$ cat src/verilog/mem_pkg.sv
package mem_pkg;

    localparam int LINE_W      = 64; // word 0 in the top bits.
    localparam int LINE_ADDR_W = 14; // tag and index.

    typedef logic [LINE_W-1:0] line_t;

    typedef enum logic {
        MEM_READ  = 1'b0,
        MEM_WRITE = 1'b1
    } mem_op_t;

    // one line transfer on the shared port.
    typedef struct packed {
        logic                   valid;
        mem_op_t                op;
        logic [LINE_ADDR_W-1:0] line_addr;
        line_t                  wline;
    } mem_req_t;

endpackage

$ cat src/verilog/mem_port_arbiter.sv
`timescale 1ns/1ps

module mem_port_arbiter (
    input  logic              Clk,
    input  logic              i_arst_n,
    input  mem_pkg::mem_req_t i_ireq,
    input  mem_pkg::mem_req_t i_dreq,
    input  logic              i_mem_busy,
    output mem_pkg::mem_req_t o_mem_req,
    output logic              o_idone,
    output logic              o_ddone
);

    typedef enum logic [1:0] {
        GNT_NONE   = 2'd0,
        GNT_ICACHE = 2'd1,
        GNT_DCACHE = 2'd2
    } grant_t;

    grant_t gnt_q;
    grant_t gnt_sel;
    logic   xfer_done;

    // data side wins when the port is free.
    always_comb begin
        gnt_sel = gnt_q;
        if (gnt_q == GNT_NONE) begin
            if (i_dreq.valid) begin
                gnt_sel = GNT_DCACHE;
            end else if (i_ireq.valid) begin
                gnt_sel = GNT_ICACHE;
            end
        end
    end

    always_comb begin
        case (gnt_sel)
            GNT_DCACHE: o_mem_req = i_dreq;
            GNT_ICACHE: o_mem_req = i_ireq;
            default:    o_mem_req = '0;
        endcase
    end

    assign xfer_done = o_mem_req.valid && !i_mem_busy;
    assign o_idone   = xfer_done && (gnt_sel == GNT_ICACHE);
    assign o_ddone   = xfer_done && (gnt_sel == GNT_DCACHE);

    always_ff @(posedge Clk or negedge i_arst_n) begin
        if (!i_arst_n) begin
            gnt_q <= GNT_NONE;
        end else if (xfer_done) begin
            gnt_q <= GNT_NONE;
        end else begin
            gnt_q <= gnt_sel; // hold through busy.
        end
    end

    a_grant_held: assert property (
        @(posedge Clk) disable iff (!i_arst_n)
        gnt_q != GNT_NONE |-> o_mem_req.valid && $stable(o_mem_req.line_addr)
    );

endmodule

$ cat config.mk
export PLATFORM = sky130hd
export DESIGN_NAME = mem_port_arbiter
export DESIGN_NICKNAME = d
export VERILOG_FILES = /design/src/verilog/mem_pkg.sv /design/src/verilog/mem_port_arbiter.sv
export SDC_FILE = /design/constraint.sdc
export NUM_CORES = 1
export LEC_CHECK = 0
export BUFFER_PORTS_ARGS = -buffer_cell sky130_fd_sc_hd__clkbuf_2
export CORE_AREA = 2 2 95 97
export CTS_CLUSTER_SIZE = 16
export DETAILED_ROUTE_END_ITERATION = 10
export DIE_AREA = 0 0 97 99
export PLACE_DENSITY = 0.56
export SLEW_MARGIN = 10
export SYNTH_ARGS = -nofsm -noshare
export SYNTH_HDL_FRONTEND = slang
export SYNTH_SLANG_ARGS = --single-unit
$ cat constraint.sdc
create_clock -name Clk -period 3.1 [get_ports Clk]
set_input_delay 0.155 -clock Clk [delete_from_list [all_inputs] [get_ports Clk]]
set_output_delay 0.155 -clock Clk [all_outputs]
set_load 0.005 [all_outputs]
# Yosys cells after proc, flatten, opt, wreduce, memory -nomap -nowiden
# Cells that the tools add are included.
# W data, S select, Z words.
dict set report totals {
  wordCells 13
  in_bits 163
  ff_bits 2
}
dict set report classes {
  mux 5
  n_eq_ne 2
  reduce_logical 5
}
# op n
set ops {}
lappend ops {{$pmux W80 S2} 1}
lappend ops {{$mux W2} 4}
lappend ops {{$logic_and A1 B1 Y1} 3}
lappend ops {{$eq A2 B1 Y1 const B} 1}
lappend ops {{$eq A2 B2 Y1 const B} 1}
lappend ops {{$logic_not A2 Y1} 1}
lappend ops {{$logic_not A1 Y1} 1}

# Longest topological paths before layout
dict set report depth {
  word_depth 7
  ltp_mapped 8
  mapped_depth_nobuf 7
}

# Worst setup path before layout
# No wires, ideal clock.
dict set report synth_path {
  path_type {reg2out}
  from {register gnt_q[1]}
  to {output o_ddone}
  setup_slack_ns 1.514
  path_buffers 1
  t_arrival_ns 1.431
  stages_incl_launch_ff 9
  path_cell_list {dfrtp_1 -> nor2_1 -> a21oi_1 -> inv_1 -> ha_1 -> buf_6 -> and2_4 -> o21a_1 -> and2_1}
}
dict set report synth_between {
  elab_chain_cells 7
}
# element line_no
set synth_lines {}
lappend synth_lines {{start: declaration} mem_port_arbiter.sv:20} ;# grant_t gnt_q;
lappend synth_lines {{start signal: assignment} mem_port_arbiter.sv:54} ;# gnt_q <= gnt_sel;
lappend synth_lines {{$mux W2} mem_port_arbiter.sv:30} ;# end else if (i_ireq.valid) begin
lappend synth_lines {{$mux W2} mem_port_arbiter.sv:28} ;# if (i_dreq.valid) begin
lappend synth_lines {{$mux W2 *} mem_port_arbiter.sv:27} ;# if (gnt_q == GNT_NONE) begin
lappend synth_lines {{$eq A2 B1 Y1 / $eq A2 B2 Y1 (equally long branches)} {mem_port_arbiter.sv:37, mem_port_arbiter.sv:46}}
lappend synth_lines {{$pmux W80 S2} mem_port_arbiter.sv:37} ;# case (gnt_sel)
lappend synth_lines {{$logic_and A1 B1 Y1} mem_port_arbiter.sv:44} ;# assign xfer_done = o_mem_req.valid && !i_mem_busy;
lappend synth_lines {{$logic_and A1 B1 Y1 *} mem_port_arbiter.sv:46} ;# assign o_ddone = xfer_done && (gnt_sel == GNT_DCACHE);
lappend synth_lines {{end: declaration} mem_port_arbiter.sv:11} ;# output logic o_ddone
# Every way passes the cells marked *; elsewhere a longest branch is shown, timed or not.

==> flow_metrics.env <==
export IMPL_cpPeakStageDelay_ns=0.51
export IMPL_placeableCoreArea_um2=8550
export IMPL_fin_skew_ns=0.00403
export IMPL_report_final_slew_viol_count=0
export IMPL_switching_share=0.544
export IMPL_power_frac_seq=0.021
export IMPL_rr_startpoint="gnt_q[1]"
export IMPL_cts_num_sinks=2
export IMPL_crit_buf_inv=3
export IMPL_largest_reg_flops=2
export IMPL_vias_per_cell=4.46
export IMPL_end_kind="output port"
export IMPL_reg_top3="gnt_q: 2 flops"
export IMPL_fin_ws_ns=0.718
export IMPL_row_count=34
export IMPL_switchingPower_w=0.00120
export IMPL_r2r_slack_ns=1.36
export IMPL_required_ns=2.94
export IMPL_final_layout_size_suffix_gt1_frac=0.593
export IMPL_finalNetCount=597
export IMPL_path_common_cell="nor2_1"
export IMPL_timing_hold_violations_final=0
export IMPL_drc_errors=0
export IMPL_combPwrFrac=0.933
export IMPL_critical_path_max_fanout=38
export IMPL_die_h_um=99
export IMPL_power_density_nw_per_um2=874
export IMPL_initial_utilization=0.137
export IMPL_synth_top_cells_by_area="a22oi_1 (51%), nor2_1 (28%), buf_2 (8.1%)"
export IMPL_grt_max_degree=70
export IMPL_vdd_drop_max_mv=0.504
export IMPL_syn_avg_cell_area_um2=5.74
export IMPL_status="finished, final reports clean"
export IMPL_slew_headroom=0.559
export IMPL_fin_tns_setup_ns=0
export IMPL_p_clk_frac=0.046
export IMPL_hpwlAfterDp_um=5380
export IMPL_numCtsBuffers=3
export IMPL_cp_cell_sequence="nor2_1 -> a21oi_1 -> inv_1 -> ha_2 -> buf_4 -> a22oi_1 -> nor2_1 -> clkbuf_2"
export IMPL_cts_tree="built"
export IMPL_regMostFlops="gnt_q"
export IMPL_path_clk_slew_ns=0.03
export IMPL_synth_seq_cells=2
export IMPL_worstMarginPinSlew_ns=0.661
export IMPL_cts_buffer_depth=2
export IMPL_pre_cts_slack_ns=0.875
export IMPL_place_inst=534
export IMPL_gp_congestion=0.729
export IMPL_cp_top_family="buffers and inverters"
export IMPL_timing_fmax_ghz=0.420
export IMPL_grt_use_total=0.122
export IMPL_hp_class="primary input to async pin"
export IMPL_die_area_um2=9600
export IMPL_layout_min_cycle_time_ns=2.38
export IMPL_cpMaxStageDelayCell="ha_2"
export IMPL_clock_root_buffer="clkbuf_8"
export IMPL_rsz0062_at_grt="false"
export IMPL_diodes=0
export IMPL_antenna_found_initial=0
export IMPL_firstDrtPassIters=4
export IMPL_critPathArrivalTime_ns=2.23
export IMPL_area_growth_pct=115
export IMPL_yosysWarnings=0
export IMPL_synth_nets=369
export IMPL_die_w_um=97
export IMPL_finalCritPeriodShare=0.768
export IMPL_r2r_end="gnt_q[0]"
export IMPL_synth_area_leader_cell="a22oi_1"
export IMPL_reg2reg_depth=7
export IMPL_maxCapViolations=0
export IMPL_final_antenna_net_count=0
export IMPL_synth_area_um2=1170
export IMPL_start_kind="flip-flop"
export IMPL_critPathLaunch="gnt_q[1]"
export IMPL_grt_overflow=0
export IMPL_insertion_delay_ns=0.21
export IMPL_p_leak_nw=1.53
export IMPL_drt_iter0_markers=57
export IMPL_grt_pass1_wl_um=10000
export IMPL_routed_wl_um=6650
export IMPL_netlist_instances=204
export IMPL_synth_cell_type_count=13
export IMPL_p_int_w=0.00100
export IMPL_setup_violations_final=0
export IMPL_fin_cells=538
export IMPL_htreeDepth=1
export IMPL_wire_per_inst_um=12.4
export IMPL_place_port_buffers=244
export IMPL_worstSetupPathType="flip-flop to output port"
export IMPL_ioPinCount=245
export IMPL_first_global_vias=2239
export IMPL_synth_seq_area_share=0.0427
export IMPL_yosys_area_top_type_share=0.506
export IMPL_postCtsSetupBuffers=0
export IMPL_num_vias=2399
[synth_stat cells, drive strengths merged]
master	count
a21oi	1
a22oi	79
and2	3
buf	20
clkbuf	7
dfrtp	2
ha	2
inv	2
nor2	86
nor2b	1
o21a	1
[layer usage]
layer	track usage	wire length, um	up-vias
met3	0.0277	624	2
met2	0.251	3630	133
met1	0.130	2380	1064
li1	-	-	1200
met5	0	0	-
met4	0.0119	8	0
[cells in the final DEF, fill, tap and decap left out]
master | synthesis | layout
ha_2 | 0 | 2
buf_12 | 0 | 2
dfrtp_1 | 2 | 2
clkbuf_8 | 0 | 3
buf_4 | 0 | 3
and2_1 | 2 | 2
dlygate4sd3_1 | 0 | 1
and2_4 | 1 | 1
clkbuf_2 | 0 | 244
nor2_1 | 86 | 86
nor2b_1 | 1 | 1
a22oi_1 | 79 | 79
inv_1 | 2 | 2
o21a_1 | 1 | 1
a21oi_1 | 1 | 1
[final cells by class]
cell class | instances | area (um^2)
timing repair buffer | 250 | 1290
multi-input combinational | 173 | 986
inverter | 2 | 7.51
sequential | 2 | 50.0
tap | 108 | 135
fill | 963 | 6040
clock buffer | 3 | 41.3
[power groups by stage]
stage               Sequential, W  Clock, W  Combinational [W]
floorplan               0.0000447         0            0.00122
global placement        0.0000463         0            0.00206
detailed placement      0.0000473         0            0.00208
CTS                     0.0000470  0.000102            0.00209
global route            0.0000482  0.000106            0.00230
finish                  0.0000469  0.000100            0.00205
[cells by family after synthesis]
kind of cell	after synthesis	synth area share
DFF	2	0.0427
and+or+nand+nor	90	0.299
adders and majority gates	2	0.0214
buffers and inverters	29	0.120
AOI/OAI and AO/OA	81	0.517
[stage by stage]
| stage | instance area, um^2 | total power [W] | util | hold slack, ns |
|---|---|---|---|---|
| after global placement | 2460 | 0.00210 | 0.288 | -0.0506 |
| after floorplan | 1170 | 0.00126 | - | -0.141 |
| final | 2510 | 0.00220 | 0.294 | 0.284 |
| after global routing | 2510 | 0.00246 | 0.294 | 0.285 |
| after detailed placement | 2460 | 0.00213 | 0.288 | -0.0501 |
| after CTS | 2510 | 0.00224 | 0.294 | 0.285 |
[worst max path at each step]
stage | endpoint | cells past startpoint
final | o_mem_req[11] | 8
after global routing | o_mem_req[24] | 8
after CTS | o_mem_req[11] | 8
after detailed placement | o_mem_req[11] | 8
after global placement | o_mem_req[11] | 8
after floorplan | o_ddone | 8
[timing repair]
action | 4_1_cts | 5_1_grt
gates resized for setup | 0 | 0
hold buffers | 1 | 0
setup endpoints to repair | 0 | 0
hold endpoints to repair | 2 | 0
[worst register-to-register path, stage by stage (launching register included)]
cell	delay (ns)
dfrtp_1	0.37
nor2_1	0.09
a21oi_1	0.11
inv_1	0.07
ha_2	0.51
and2_4	0.24
o21a_1	0.18
nor2_1	0.06
No activity file was read; power rests on OpenSTA's default activity.
